<file path="src/common/elink_rx_pkg.sv">
// Shared sizes for the E-link receiver
// APB register map, K28.5 comma codes, FIFO depth and lock threshold
`default_nettype none

package elink_rx_pkg;

  // Datapath widths
  localparam int sym_w  = 10;              // Encoded 8b10b symbol
  localparam int byte_w = 8;               // Decoded byte
  localparam int word_w = byte_w + 1;      // Byte plus K flag

  // Receive FIFO
  localparam int fifo_depth = 16;
  localparam int level_w    = 5;           // Counts 0..fifo_depth

  // K28.5 in transmission order, bit 9 is bit a (sent first)
  localparam logic [sym_w-1:0] comma_pos = 10'b1100000101;  // RD+ form
  localparam logic [sym_w-1:0] comma_neg = 10'b0011111010;  // RD- form

  // APB slave
  localparam int apb_aw = 4;
  localparam int apb_dw = 32;
  localparam logic [apb_aw-1:0] addr_ctrl   = 4'h0;
  localparam logic [apb_aw-1:0] addr_status = 4'h4;
  localparam logic [apb_aw-1:0] addr_data   = 4'h8;

  // Commas at one phase before the word boundary is trusted
  localparam int lock_commas = 2;

endpackage

`default_nettype wire

</file>
<file path="src/elink_rx/elink_rx_ctrl.sv">
// APB slave for the E-link receiver
// CTRL register, STATUS with sticky error bits, DATA pop from the FIFO
`timescale 1ns/1ps
`default_nettype none

module elink_rx_ctrl (
  input  wire                               bit_clk,
  input  wire                               reset,
  input  wire                               psel,
  input  wire                               penable,
  input  wire                               pwrite,
  input  wire [elink_rx_pkg::apb_aw-1:0]    paddr,
  input  wire [elink_rx_pkg::apb_dw-1:0]    pwdata,
  input  wire                               aligned,
  input  wire                               empty,
  input  wire [elink_rx_pkg::level_w-1:0]   level,
  input  wire [elink_rx_pkg::word_w-1:0]    rd_data,
  input  wire                               code_err,
  input  wire                               overflow,
  output logic [elink_rx_pkg::apb_dw-1:0]   prdata,
  output logic                              pready,
  output logic                              pslverr,
  output logic                              enable,
  output logic                              swap_bits,
  output logic                              rd_en
);

  logic access;         // Second cycle of a transfer
  logic wr_acc;
  logic rd_acc;
  logic sel_ctrl;
  logic sel_status;
  logic sel_data;
  logic err_sticky;     // Some symbol failed decode
  logic ovf_sticky;     // Some word was dropped

  assign access     = psel && penable;
  assign wr_acc     = access && pwrite;
  assign rd_acc     = access && !pwrite;
  assign sel_ctrl   = (paddr == elink_rx_pkg::addr_ctrl);
  assign sel_status = (paddr == elink_rx_pkg::addr_status);
  assign sel_data   = (paddr == elink_rx_pkg::addr_data);

  assign pready = 1'b1;  // No wait states

  // Pop the head in the access cycle, only if there is one
  assign rd_en = rd_acc && sel_data && !empty;

  // DATA is read-only and must not be read empty; unmapped offsets fault too
  assign pslverr = access && ((sel_data && (pwrite || empty)) ||
                              !(sel_ctrl || sel_status || sel_data));

  always_ff @(posedge bit_clk) begin
    if (reset) begin
      enable     <= 1'b0;
      swap_bits  <= 1'b0;
      err_sticky <= 1'b0;
      ovf_sticky <= 1'b0;
    end else begin
      if (wr_acc && sel_ctrl) begin
        enable    <= pwdata[0];
        swap_bits <= pwdata[1];
      end
      // New events win over a clear in the same cycle
      if (code_err)
        err_sticky <= 1'b1;
      else if (wr_acc && sel_status && pwdata[2])
        err_sticky <= 1'b0;
      if (overflow)
        ovf_sticky <= 1'b1;
      else if (wr_acc && sel_status && pwdata[3])
        ovf_sticky <= 1'b0;
    end
  end

  // Read mux
  always_comb begin
    prdata = '0;
    if (sel_ctrl) begin
      prdata[0] = enable;
      prdata[1] = swap_bits;
    end else if (sel_status) begin
      prdata[0] = aligned;
      prdata[1] = empty;
      prdata[2] = err_sticky;
      prdata[3] = ovf_sticky;
      prdata[8 +: elink_rx_pkg::level_w] = level;   // Bits 12:8
    end else if (sel_data && !empty) begin
      prdata[elink_rx_pkg::word_w-1:0] = rd_data;   // K flag in bit 8
    end
  end

endmodule

`default_nettype wire

</file>
<file path="src/elink_rx/elink_deserializer.sv">
// Bit-pair deserializer
// Optional pair swap, 11-bit history, two candidate symbol windows
`timescale 1ns/1ps
`default_nettype none

module elink_deserializer (
  input  wire                              bit_clk,
  input  wire                              reset,
  input  wire [1:0]                        rx_bits,
  input  wire                              swap_bits,
  output logic [elink_rx_pkg::sym_w-1:0]   win_a,
  output logic [elink_rx_pkg::sym_w-1:0]   win_b
);

  logic [1:0]                    pair;   // Bit 1 is the earlier bit
  logic [elink_rx_pkg::sym_w:0]  hist;   // Bit 0 is the newest bit

  // Swapped link delivers the earlier bit on rx_bits[0]
  assign pair = swap_bits ? {rx_bits[0], rx_bits[1]} : rx_bits;

  always_ff @(posedge bit_clk) begin
    if (reset)
      hist <= '0;
    else
      hist <= {hist[elink_rx_pkg::sym_w-2:0], pair};  // Older bits move up
  end

  // Oldest bit lands in bit 9, i.e. transmission order
  assign win_a = hist[elink_rx_pkg::sym_w-1:0];  // Ends at newest bit
  assign win_b = hist[elink_rx_pkg::sym_w:1];    // Ends one bit earlier

endmodule

`default_nettype wire

</file>
<file path="src/elink_rx/comma_aligner.sv">
// Comma aligner
// K28.5 search on two windows, phase lock, one symbol strobe per five cycles
`timescale 1ns/1ps
`default_nettype none

module comma_aligner (
  input  wire                              bit_clk,
  input  wire                              reset,
  input  wire                              enable,
  input  wire [elink_rx_pkg::sym_w-1:0]    win_a,
  input  wire [elink_rx_pkg::sym_w-1:0]    win_b,
  output logic [elink_rx_pkg::sym_w-1:0]   sym,
  output logic                             sym_valid,
  output logic                             sym_comma,
  output logic                             aligned
);

  logic                            sel_b;       // Phase uses win_b
  logic                            have_phase;  // Candidate boundary known
  logic [2:0]                      cnt;         // Cycles since boundary, mod 5
  logic [2:0]                      comma_cnt;   // Commas seen at this phase
  logic [elink_rx_pkg::sym_w-1:0]  win_sel;
  logic                            hit_a;
  logic                            hit_b;
  logic                            boundary;    // Selected window is a full word
  logic                            expected;    // Comma right where it belongs
  logic                            stray;       // Comma anywhere else

  assign hit_a = (win_a == elink_rx_pkg::comma_pos) || (win_a == elink_rx_pkg::comma_neg);
  assign hit_b = (win_b == elink_rx_pkg::comma_pos) || (win_b == elink_rx_pkg::comma_neg);

  assign win_sel  = sel_b ? win_b : win_a;
  assign boundary = have_phase && (cnt == 3'd4);
  assign expected = boundary && (sel_b ? hit_b : hit_a);
  assign stray    = (hit_a || hit_b) && !expected;

  always_ff @(posedge bit_clk) begin
    if (reset || !enable) begin  // Disabled means idle and unlocked
      sel_b      <= 1'b0;
      have_phase <= 1'b0;
      cnt        <= 3'd0;
      comma_cnt  <= 3'd0;
      aligned    <= 1'b0;
      sym_valid  <= 1'b0;
    end else begin
      sym_valid <= 1'b0;
      if (stray) begin
        // Restart search at the new phase, this comma counts as the first
        sel_b      <= !hit_a;
        have_phase <= 1'b1;
        cnt        <= 3'd0;
        comma_cnt  <= 3'd1;
        aligned    <= 1'b0;
      end else if (have_phase) begin
        cnt <= boundary ? 3'd0 : cnt + 3'd1;
        if (expected && !aligned) begin
          comma_cnt <= comma_cnt + 3'd1;
          if (int'(comma_cnt) + 1 >= elink_rx_pkg::lock_commas)
            aligned <= 1'b1;
        end
        if (boundary && aligned)
          sym_valid <= 1'b1;  // Locked, hand the word on
      end
    end
  end

  // Symbol register
  always_ff @(posedge bit_clk) begin
    if (boundary) begin
      sym       <= win_sel;
      sym_comma <= expected;  // Idle comma, decoder drops it
    end
  end

endmodule

`default_nettype wire

</file>
<file path="src/elink_rx/dec_8b10b.sv">
// 8b10b decoder
// 6b/4b lookup tables, K28.x flag, code error on unknown sub-blocks
`timescale 1ns/1ps
`default_nettype none

module dec_8b10b (
  input  wire                              bit_clk,
  input  wire                              reset,
  input  wire [elink_rx_pkg::sym_w-1:0]    sym,
  input  wire                              sym_valid,
  input  wire                              sym_comma,
  output logic                             wr_en,
  output logic [elink_rx_pkg::word_w-1:0]  wr_data,
  output logic                             code_err
);

  // abcdei to {valid, EDCBA}, both disparities
  function automatic logic [5:0] dec6(input logic [5:0] c);
    case (c)
      6'b100111, 6'b011000: dec6 = {1'b1, 5'd0};
      6'b011101, 6'b100010: dec6 = {1'b1, 5'd1};
      6'b101101, 6'b010010: dec6 = {1'b1, 5'd2};
      6'b110001:            dec6 = {1'b1, 5'd3};
      6'b110101, 6'b001010: dec6 = {1'b1, 5'd4};
      6'b101001:            dec6 = {1'b1, 5'd5};
      6'b011001:            dec6 = {1'b1, 5'd6};
      6'b111000, 6'b000111: dec6 = {1'b1, 5'd7};
      6'b111001, 6'b000110: dec6 = {1'b1, 5'd8};
      6'b100101:            dec6 = {1'b1, 5'd9};
      6'b010101:            dec6 = {1'b1, 5'd10};
      6'b110100:            dec6 = {1'b1, 5'd11};
      6'b001101:            dec6 = {1'b1, 5'd12};
      6'b101100:            dec6 = {1'b1, 5'd13};
      6'b011100:            dec6 = {1'b1, 5'd14};
      6'b010111, 6'b101000: dec6 = {1'b1, 5'd15};
      6'b011011, 6'b100100: dec6 = {1'b1, 5'd16};
      6'b100011:            dec6 = {1'b1, 5'd17};
      6'b010011:            dec6 = {1'b1, 5'd18};
      6'b110010:            dec6 = {1'b1, 5'd19};
      6'b001011:            dec6 = {1'b1, 5'd20};
      6'b101010:            dec6 = {1'b1, 5'd21};
      6'b011010:            dec6 = {1'b1, 5'd22};
      6'b111010, 6'b000101: dec6 = {1'b1, 5'd23};
      6'b110011, 6'b001100: dec6 = {1'b1, 5'd24};
      6'b100110:            dec6 = {1'b1, 5'd25};
      6'b010110:            dec6 = {1'b1, 5'd26};
      6'b110110, 6'b001001: dec6 = {1'b1, 5'd27};
      6'b001110:            dec6 = {1'b1, 5'd28};
      6'b101110, 6'b010001: dec6 = {1'b1, 5'd29};
      6'b011110, 6'b100001: dec6 = {1'b1, 5'd30};
      6'b101011, 6'b010100: dec6 = {1'b1, 5'd31};
      6'b001111, 6'b110000: dec6 = {1'b1, 5'd28};  // K28
      default:              dec6 = 6'b0;
    endcase
  endfunction

  // fghj to {valid, HGF}; 0000 and 1111 never occur
  function automatic logic [3:0] dec4(input logic [3:0] c);
    case (c)
      4'b1011, 4'b0100:                   dec4 = {1'b1, 3'd0};
      4'b1001:                            dec4 = {1'b1, 3'd1};
      4'b0101:                            dec4 = {1'b1, 3'd2};
      4'b1100, 4'b0011:                   dec4 = {1'b1, 3'd3};
      4'b1101, 4'b0010:                   dec4 = {1'b1, 3'd4};
      4'b1010:                            dec4 = {1'b1, 3'd5};
      4'b0110:                            dec4 = {1'b1, 3'd6};
      4'b1110, 4'b0001, 4'b0111, 4'b1000: dec4 = {1'b1, 3'd7};
      default:                            dec4 = 4'b0;
    endcase
  endfunction

  logic [5:0] abcdei;
  logic [3:0] fghj;
  logic [5:0] r6;
  logic [3:0] r4;
  logic       k28_neg;   // 110000, K28 after positive disparity
  logic       is_k;
  logic       bad;

  assign abcdei  = sym[elink_rx_pkg::sym_w-1 -: 6];
  assign k28_neg = (abcdei == 6'b110000);
  assign is_k    = (abcdei == 6'b001111) || k28_neg;
  // K28 in RD+ carries the complemented 4b code
  assign fghj    = k28_neg ? ~sym[3:0] : sym[3:0];
  assign r6      = dec6(abcdei);
  assign r4      = dec4(fghj);
  assign bad     = !r6[5] || !r4[3];

  always_ff @(posedge bit_clk) begin
    if (reset) begin
      wr_en    <= 1'b0;
      code_err <= 1'b0;
    end else begin
      wr_en    <= sym_valid && !sym_comma;         // Idle comma never stored
      code_err <= sym_valid && !sym_comma && bad;
    end
  end

  always_ff @(posedge bit_clk) begin
    if (sym_valid)
      wr_data <= bad ? '0 : {is_k, r4[2:0], r6[4:0]};  // K flag, HGF, EDCBA
  end

endmodule

`default_nettype wire

</file>
<file path="src/verilog/rx_fifo.sv">
// Receive FIFO
// Circular buffer of decoded words with level count and overflow pulse
`timescale 1ns/1ps
`default_nettype none

module rx_fifo (
  input  wire                               bit_clk,
  input  wire                               reset,
  input  wire                               wr_en,
  input  wire [elink_rx_pkg::word_w-1:0]    wr_data,
  input  wire                               rd_en,
  output logic [elink_rx_pkg::word_w-1:0]   rd_data,
  output logic                              empty,
  output logic [elink_rx_pkg::level_w-1:0]  level,
  output logic                              overflow
);

  logic [elink_rx_pkg::word_w-1:0]  mem [elink_rx_pkg::fifo_depth];
  logic [$clog2(elink_rx_pkg::fifo_depth)-1:0] wr_ptr;  // Wraps at depth
  logic [$clog2(elink_rx_pkg::fifo_depth)-1:0] rd_ptr;
  logic full;
  logic do_rd;
  logic do_wr;

  assign empty = (level == '0);
  assign full  = (level == elink_rx_pkg::level_w'(elink_rx_pkg::fifo_depth));
  assign do_rd = rd_en && !empty;
  assign do_wr = wr_en && (!full || do_rd);  // Pop frees the slot
  assign overflow = wr_en && !do_wr;         // Word lost

  assign rd_data = mem[rd_ptr];  // Head visible without a read

  always_ff @(posedge bit_clk) begin
    if (reset) begin
      wr_ptr <= '0;
      rd_ptr <= '0;
      level  <= '0;
    end else begin
      if (do_wr)
        wr_ptr <= wr_ptr + 1'b1;
      if (do_rd)
        rd_ptr <= rd_ptr + 1'b1;
      if (do_wr && !do_rd)
        level <= level + 1'b1;
      else if (do_rd && !do_wr)
        level <= level - 1'b1;
    end
  end

  always_ff @(posedge bit_clk) begin
    if (do_wr)
      mem[wr_ptr] <= wr_data;
  end

endmodule

`default_nettype wire

</file>
<file path="src/verilog/elink_rx_top.sv">
// E-link receive top level
// Deserializer, comma aligner, 8b10b decoder, FIFO and APB control
`timescale 1ns/1ps
`default_nettype none

module elink_rx_top (
  input  wire                               bit_clk,
  input  wire                               reset,
  input  wire [1:0]                         rx_bits,
  input  wire                               psel,
  input  wire                               penable,
  input  wire                               pwrite,
  input  wire [elink_rx_pkg::apb_aw-1:0]    paddr,
  input  wire [elink_rx_pkg::apb_dw-1:0]    pwdata,
  output logic [elink_rx_pkg::apb_dw-1:0]   prdata,
  output logic                              pready,
  output logic                              pslverr
);

  logic [elink_rx_pkg::sym_w-1:0]    win_a;
  logic [elink_rx_pkg::sym_w-1:0]    win_b;
  logic [elink_rx_pkg::sym_w-1:0]    sym;
  logic                              sym_valid;
  logic                              sym_comma;
  logic                              aligned;
  logic                              enable;
  logic                              swap_bits;
  logic                              wr_en;
  logic [elink_rx_pkg::word_w-1:0]   wr_data;
  logic                              code_err;
  logic                              rd_en;
  logic [elink_rx_pkg::word_w-1:0]   rd_data;
  logic                              empty;
  logic [elink_rx_pkg::level_w-1:0]  level;
  logic                              overflow;

  elink_rx_ctrl u_ctrl (
    .bit_clk(bit_clk), .reset(reset),
    .psel(psel), .penable(penable), .pwrite(pwrite), .paddr(paddr), .pwdata(pwdata),
    .aligned(aligned), .empty(empty), .level(level), .rd_data(rd_data),
    .code_err(code_err), .overflow(overflow),
    .prdata(prdata), .pready(pready), .pslverr(pslverr),
    .enable(enable), .swap_bits(swap_bits), .rd_en(rd_en)
  );

  elink_deserializer u_deser (
    .bit_clk(bit_clk), .reset(reset), .rx_bits(rx_bits), .swap_bits(swap_bits),
    .win_a(win_a), .win_b(win_b)
  );

  comma_aligner u_align (
    .bit_clk(bit_clk), .reset(reset), .enable(enable), .win_a(win_a), .win_b(win_b),
    .sym(sym), .sym_valid(sym_valid), .sym_comma(sym_comma), .aligned(aligned)
  );

  dec_8b10b u_dec (
    .bit_clk(bit_clk), .reset(reset),
    .sym(sym), .sym_valid(sym_valid), .sym_comma(sym_comma),
    .wr_en(wr_en), .wr_data(wr_data), .code_err(code_err)
  );

  rx_fifo u_fifo (
    .bit_clk(bit_clk), .reset(reset), .wr_en(wr_en), .wr_data(wr_data), .rd_en(rd_en),
    .rd_data(rd_data), .empty(empty), .level(level), .overflow(overflow)
  );

endmodule

`default_nettype wire

</file>
<file path="config.mk">
export PLATFORM = sky130hd
export DESIGN_NAME = elink_rx_top
export DESIGN_NICKNAME = d
export VERILOG_FILES = /design/src/common/elink_rx_pkg.sv /design/src/elink_rx/elink_rx_ctrl.sv /design/src/elink_rx/elink_deserializer.sv /design/src/elink_rx/comma_aligner.sv /design/src/elink_rx/dec_8b10b.sv /design/src/verilog/rx_fifo.sv /design/src/verilog/elink_rx_top.sv
export SDC_FILE = /design/constraint.sdc
export NUM_CORES = 1
export LEC_CHECK = 0
export BUFFER_PORTS_ARGS = -buffer_cell sky130_fd_sc_hd__buf_2
export CORE_AREA = 2 2 152 154
export DETAILED_ROUTE_END_ITERATION = 8
export DIE_AREA = 0 0 154 156
export GPL_TIMING_DRIVEN = 0
export SLEW_MARGIN = 25
export SYNTH_ARGS = -nofsm -noshare
export SYNTH_HDL_FRONTEND = slang
export SYNTH_SLANG_ARGS = --single-unit
</file>
<file path="constraint.sdc">
create_clock -name bit_clk -period 3.9 [get_ports bit_clk]
set_input_delay 0.585 -clock bit_clk [delete_from_list [all_inputs] [get_ports bit_clk]]
set_output_delay 0.585 -clock bit_clk [all_outputs]
set_load 0.01 [all_outputs]
</file>
; ---- Word-level counts from Yosys, hierarchy flattened
; Memory sizes are Yosys's and may differ from the RTL's. A register that Yosys moved wholly into a read port is not among the register bits.
; Cells that the tools add are included.
[classes]
n_addsub = 7
n_lt_le_gt_ge = 1
eq_ne = 10
muxes = 27
bitwise_logic = 2
n_reduce_logical = 60
[op_table]
columns = operator, count
row1 = >= comparator 32 x 3 -> 1 bit (second input constant), 1
row2 = logical AND 1 bit, 24
row3 = two-way mux 4 bit, 6
row4 = equality test 10 bit (second input constant), 2
row5 = equality test 10 x 8 -> 1 bit (second input constant), 2
row6 = logical NOT 1 bit, 13
row7 = two-way mux 1 bit, 12
row8 = logical OR 1 bit, 11
row9 = two-way mux 11 bit, 1
row10 = two-way mux 10 bit, 1
row11 = two-way mux 5 bit, 2
row12 = nonzero test 2 bit, 5
row13 = two-way mux 9 bit, 1
row14 = adder 4 x 1 -> 4 bit (second input constant), 2
row15 = adder 3 x 1 -> 3 bit (second input constant), 2
row16 = equality test 6 x 4 -> 1 bit (second input constant), 1
row17 = equality test 6 bit (second input constant), 1
row18 = two-way mux 6 bit, 1
row19 = adder 5 x 1 -> 5 bit (second input constant), 1
row20 = equality test 5 bit (second input constant), 1
row21 = logical NOT 5 bit, 1
row22 = subtractor 5 x 1 -> 5 bit (second input constant), 1
row23 = adder 3 x 1 -> 4 bit (second input constant), 1
row24 = equality test 4 x 3 -> 1 bit (second input constant), 1
row25 = other kinds (11), 13
[word_totals]
reg_bits = 60
ram_bits = 144
romBits = 448
wordCells = 130
memories = 3
[mem_list]
columns = memory, depth, width, read_ports, rd_clocked_by_memory_dff, write_ports, line_no
row1 = (no name shown), 64, 6, 1, 1, 0, dec_8b10b.sv:19  ; case (c)
row2 = u_fifo.mem, 16, 9, 1, 1, 1, rx_fifo.sv:18  ; logic [elink_rx_pkg::word_w-1:0] mem [elink_rx_pkg::fifo_depth];
row3 = (no name shown), 16, 4, 1, 0, 0, dec_8b10b.sv:59  ; case (c)

; ---- Depth between registers and ports, before layout
[depth]
word_depth = 11
ltp_mapped = 14

; ---- Modules after synthesis
; From an unflattened synthesis, not the netlist that was laid out.
[unflattened]
hier_cells = 694
hier_area_um2 = 9745.6
[modules_own_cells]
columns = mod, instances, cells_per_inst, area_each_um2, seq_area_each_um2
row1 = rx_fifo, 1, 337, 6389.9, 4664.5
row2 = comma_aligner, 1, 105, 1227.4, 530.5
row3 = dec_8b10b, 1, 148, 1199.9, 310.3
row4 = elink_rx_ctrl, 1, 70, 551.8, 80.1
row5 = elink_deserializer, 1, 34, 376.6, 220.2

; ---- Worst setup path before layout
; No wires, ideal clock.
[synth_path]
kind = input -> register
start = input port paddr[1] (netlist bit)
end = register u_fifo.level[4] (netlist bit)
setup_time_ps = 128
arrival_ps = 3104
required_ps = 3772
slack_ps = 668
path_stages = 13
n_path_buf = 1
path_cell_list = or4b_4 -> nor3_4 -> o21a_1 -> buf_4 -> ha_1 -> inv_1 -> ha_1 -> nor2b_1 -> o21a_1 -> or3_1 -> a21oi_1 -> xnor2_1 -> nor2_1
[synth_between]
elab_chain_cells = 9
elab_cells_between_ends = 12
cone_classes = eq/ne: 1 / mux: 1 / reduce/logical: 10
[synth_lines]
columns = item, line_no
row1 = "start, declared", elink_rx_top.sv:13  ; input wire [elink_rx_pkg::apb_aw-1:0] paddr,
row2 = equality test 4 bit (*), elink_rx_ctrl.sv:42  ; assign sel_data = (paddr == elink_rx_pkg::addr_data);
row3 = logical AND 1 bit (*) (2 in series), elink_rx_ctrl.sv:47  ; assign rd_en = rd_acc && sel_data && !empty;
row4 = logical AND 1 bit (*), rx_fifo.sv:27  ; assign do_rd = rd_en && !empty;
row5 = logical OR 1 bit (*), rx_fifo.sv:28  ; assign do_wr = wr_en && (!full || do_rd);
row6 = logical AND 1 bit (*), rx_fifo.sv:28
row7 = net u_fifo.do_wr, rx_fifo.sv:23  ; logic do_wr;
row8 = logical NOT 1 bit, rx_fifo.sv:45  ; else if (do_rd && !do_wr)
row9 = logical AND 1 bit, rx_fifo.sv:45
row10 = nonzero test 2 bit (no source line), n/a
row11 = "end signal, assigned", rx_fifo.sv:44  ; level <= level + 1'b1;
row12 = "end signal, assigned", rx_fifo.sv:46  ; level <= level - 1'b1;
row13 = "end, declared", rx_fifo.sv:14  ; output logic [elink_rx_pkg::level_w-1:0] level,
; Mark *: on every way through the listed nets, which the timed path passes. The rest lies on a longest branch.
; A chain may end at the register's enable or synchronous reset.

==> summary.txt <==
Critical path
  – Startpoint types: flop
  – Critical path peak fanout: 10
  – CP Data Required Time: 3.31 ns
  – Worst Setup End Kind: output pin
  – Crit Path Category: flop to output pin
  – Worst path arrival time: 3.13 ns

Global route
  – Initial antenna violation count: 0
  – GRT Overall Usage: 18.0%
  – Vias in the first global route: 5,941
  – First-pass GRT wire length: 33,700 um
  – M3 GR Usage: 2.72%
  – Largest net degree at the start of global routing: 21
  – M1 GR Usage: 24.2%
  – Most used routing layer: met2
  – GR Overflow Total: 0
  – Met2 Use GR: 30.6%

Clock tree
  – Cts bufs inserted: 23
  – Post-cts repair resize count: 0
  – CTS tree: done
  – CTS clk-pin slew, worst paths: 0.05 ns
  – Clock buffer depth: 3
  – Hold_buf cts: 0
  – CTS sink cnt: 214
  – Latest clock arrival within the worst-skew pair: 0.52 ns
  – H-tree depth: 1
  – Post-CTS setup buffer count: 0
  – Clk root buf: clkbuf_16

Route
  – Vias: 6,090
  – Via count normalized by instance count: 5.59
  – Post-DR wirelength/cell: 19.8 um
  – Post-Route WL: 21,600 um
  – Pre-Repair DR Iteration Count: 5
  – Post-route ant nets: 0
  – DR iter-0 viols: 434
  – DRC viols: 0

Place
  – Area of placed instances: 0.0106 mm^2
  – Pre-CTS WS: 0.241 ns
  – Post-DP HPWL: 14,900 um
  – Final RePlAce weighted congestion: 0.902
  – Input/output buffers: 28

STA
  – RSZ-0062 raised after global routing: no
  – Worst Tran Pin Value: 0.968 ns
  – Final setup fails: 0
  – Final hold vios: 0
  – Fmax: 269 MHz
  – Slew margin rel.: 34.9%
  – Setup Skew: 0.0182 ns
  – Minimum clock period: 3.71 ns
  – Setup TNS: 0 ns
  – Setup ws final: 0.188 ns
  – Final period utilization: 95.2%
  – Slew Viols, Final: 0

Die
  – Initial Util: 44.6%
  – CORE AREA: 0.0224 mm^2
  – Die width: 154 um
  – Row count: 55
  – Die area: 0.0240 mm^2
  – I/O pin cnt: 77
  – Die Height: 156 um

Final layout
  – Ant. Diodes: 0
  – Syn-to-layout area delta: 13.9%
  – Layout cells sized above 1: 19.0%
  – Final non-filler cell area: 0.0114 mm^2
  – Final nets: 852

Synthesis
  – Area leader, netlist: edfxtp_1
  – Mean post-synth cell area: 14.0 um^2
  – Synth warnings: 0
  – Register area share after synthesis: 59.4%
  – Post-synth EDFFs: 164
  – Mapped Cells: 713
  – Most common cell in the netlist: edfxtp_1
  – Synth Cell Area: 0.00997 mm^2
  – Top cells by area, synth: edfxtp_1 49%, dfxtp_1 10%, mux4_1 7.9%, mux4_2 3.4%, ha_1 2.5%
  – Async set or reset register ratio after synthesis: 0%
  – Synth top cells by count: 164 x edfxtp_1, 59 x nor2_1, 50 x dfxtp_1, 45 x nand2_1, 39 x a21oi_1
  – Synth Register Bits: 214
  – Ys flop type: edfxtp_1
  – Unique masters post-synth: 73
  – Top cell type's share of synthesized area: 49.4%

Power
  – Power density over the cells: 407 mW/mm^2
  – Worst vdd ir: 0.000269 V
  – Leak: 3.82 nW

Min path
  – Worst min path class: input pin to flop

Run status
  – Status: complete, no violations

Job
  – Max_cap viols: 0
[final timing paths]
| path | startpoint | to | slack (ns) | cells past startpoint |
|---|---|---|---|---|
| min | pwdata[1] | u_ctrl.swap_bits$_SDFFE_PP0P_ | 0.32 | 3 |
| max | flop | prdata[8] | 0.19 | 8 |
| min reg2reg | u_align.sym_comma$_DFFE_PN_ | u_dec.wr_en$_SDFF_PP0_ | 0.43 | 1 |
| max reg2reg | u_align.cnt[0]$_SDFFE_PP0P_ | u_dec.r6[3]$_DFF_P_ | 0.57 | 14 |
[cell type report]
class                           instances  area [um^2]
Fill cell                            1856        11000
Buffer                                 54          355
Timing Repair Buffer                   32          178
Tap cell                              285          357
Clock inverter                         11          121
Multi-Input combinational cell        439         3700
Inverter                               24         92.6
Clock buffer                           31          626
Sequential cell                       214         5930
[metrics by stage]
| step | power [mW] | hold WS, ns | cells | util [%] |
|---|---|---|---|---|
| final | 4.63 | 0.323 | 1090 | 50.8 |
| after global routing | 4.78 | 0.318 | 1090 | 50.8 |
| after CTS | 4.67 | 0.313 | 1090 | 50.8 |
| after detailed placement | 2.54 | 0.421 | 1048 | 47.4 |
| after global placement | 2.53 | 0.416 | 1044 | 47.1 |
| after floorplan | 2.52 | 0.396 | 731 | - |
[layout by cell type, fill, tap and decap left out, drive strengths merged, types with 7 or more instances in the layout]
cell type and count:
edfxtp 164, buf 68, nor2 59, dfxtp 50
clkbuf 49, nand2 47, mux4 45, a21oi 39
inv 25, o21ai 24, ha 20, conb 20
nor2b 19, nor3 18, nand3 14, mux2 12
mux2i 11, nand2b 9, a31oi 8, xor2 7
xnor2 7
[routing by layer]
metal / up-vias / wire [um]
met5: - / 0
li1: 2842 / -
met2: 153 / 10600
met3: 34 / 855
met1: 3061 / 9520
met4: 0 / 563
[logic make-up (layout without fill, tap and decap cells)]
group | after synthesis | after routing | synth area share [%]
AO/OA/AOI/OAI | 113 | 113 | 7.30
XOR/XNOR | 14 | 14 | 1.23
flip-flops | 214 | 214 | 59.4
other | 2 | 20 | 0.0753
multiplexers | 68 | 68 | 14.2
AND/OR/NAND/NOR | 203 | 203 | 10.6
buffers and inverters | 78 | 152 | 4.49
adder cells (fa/ha/maj) | 21 | 21 | 2.71
[sequential cells by signal (all words and copies together) (netlist names), 3 cells and up, named ones only]
| register | count |
|---|---|
| u_fifo.wr_ptr | 4 |
| u_fifo.mem | 144 |
| u_dec.wr_data | 9 |
| u_deser.hist | 11 |
| u_align.sym | 10 |
| u_fifo.level | 5 |
| u_align.comma_cnt | 3 |
| u_fifo.rd_ptr | 4 |
| u_align.cnt | 3 |
| u_dec.r6 | 6 |
[worst max-delay path: stages, from the launching register on]
cell	delay [ns]
dfxtp_1	0.31
buf_2	0.23
clkbuf_1	0.44
buf_2	0.37
mux4_2	0.36
mux4_2	0.55
inv_1	0.10
o22ai_1	0.07
buf_2	0.18
[where the power goes]
part	internal [mW]	switching (mW)	total, mW
logic	0.0274	0.0326	0.0600
clock network	1.27	0.872	2.14
registers	2.42	0.00380	2.43
No activity file was read; power rests on OpenSTA's default activity.
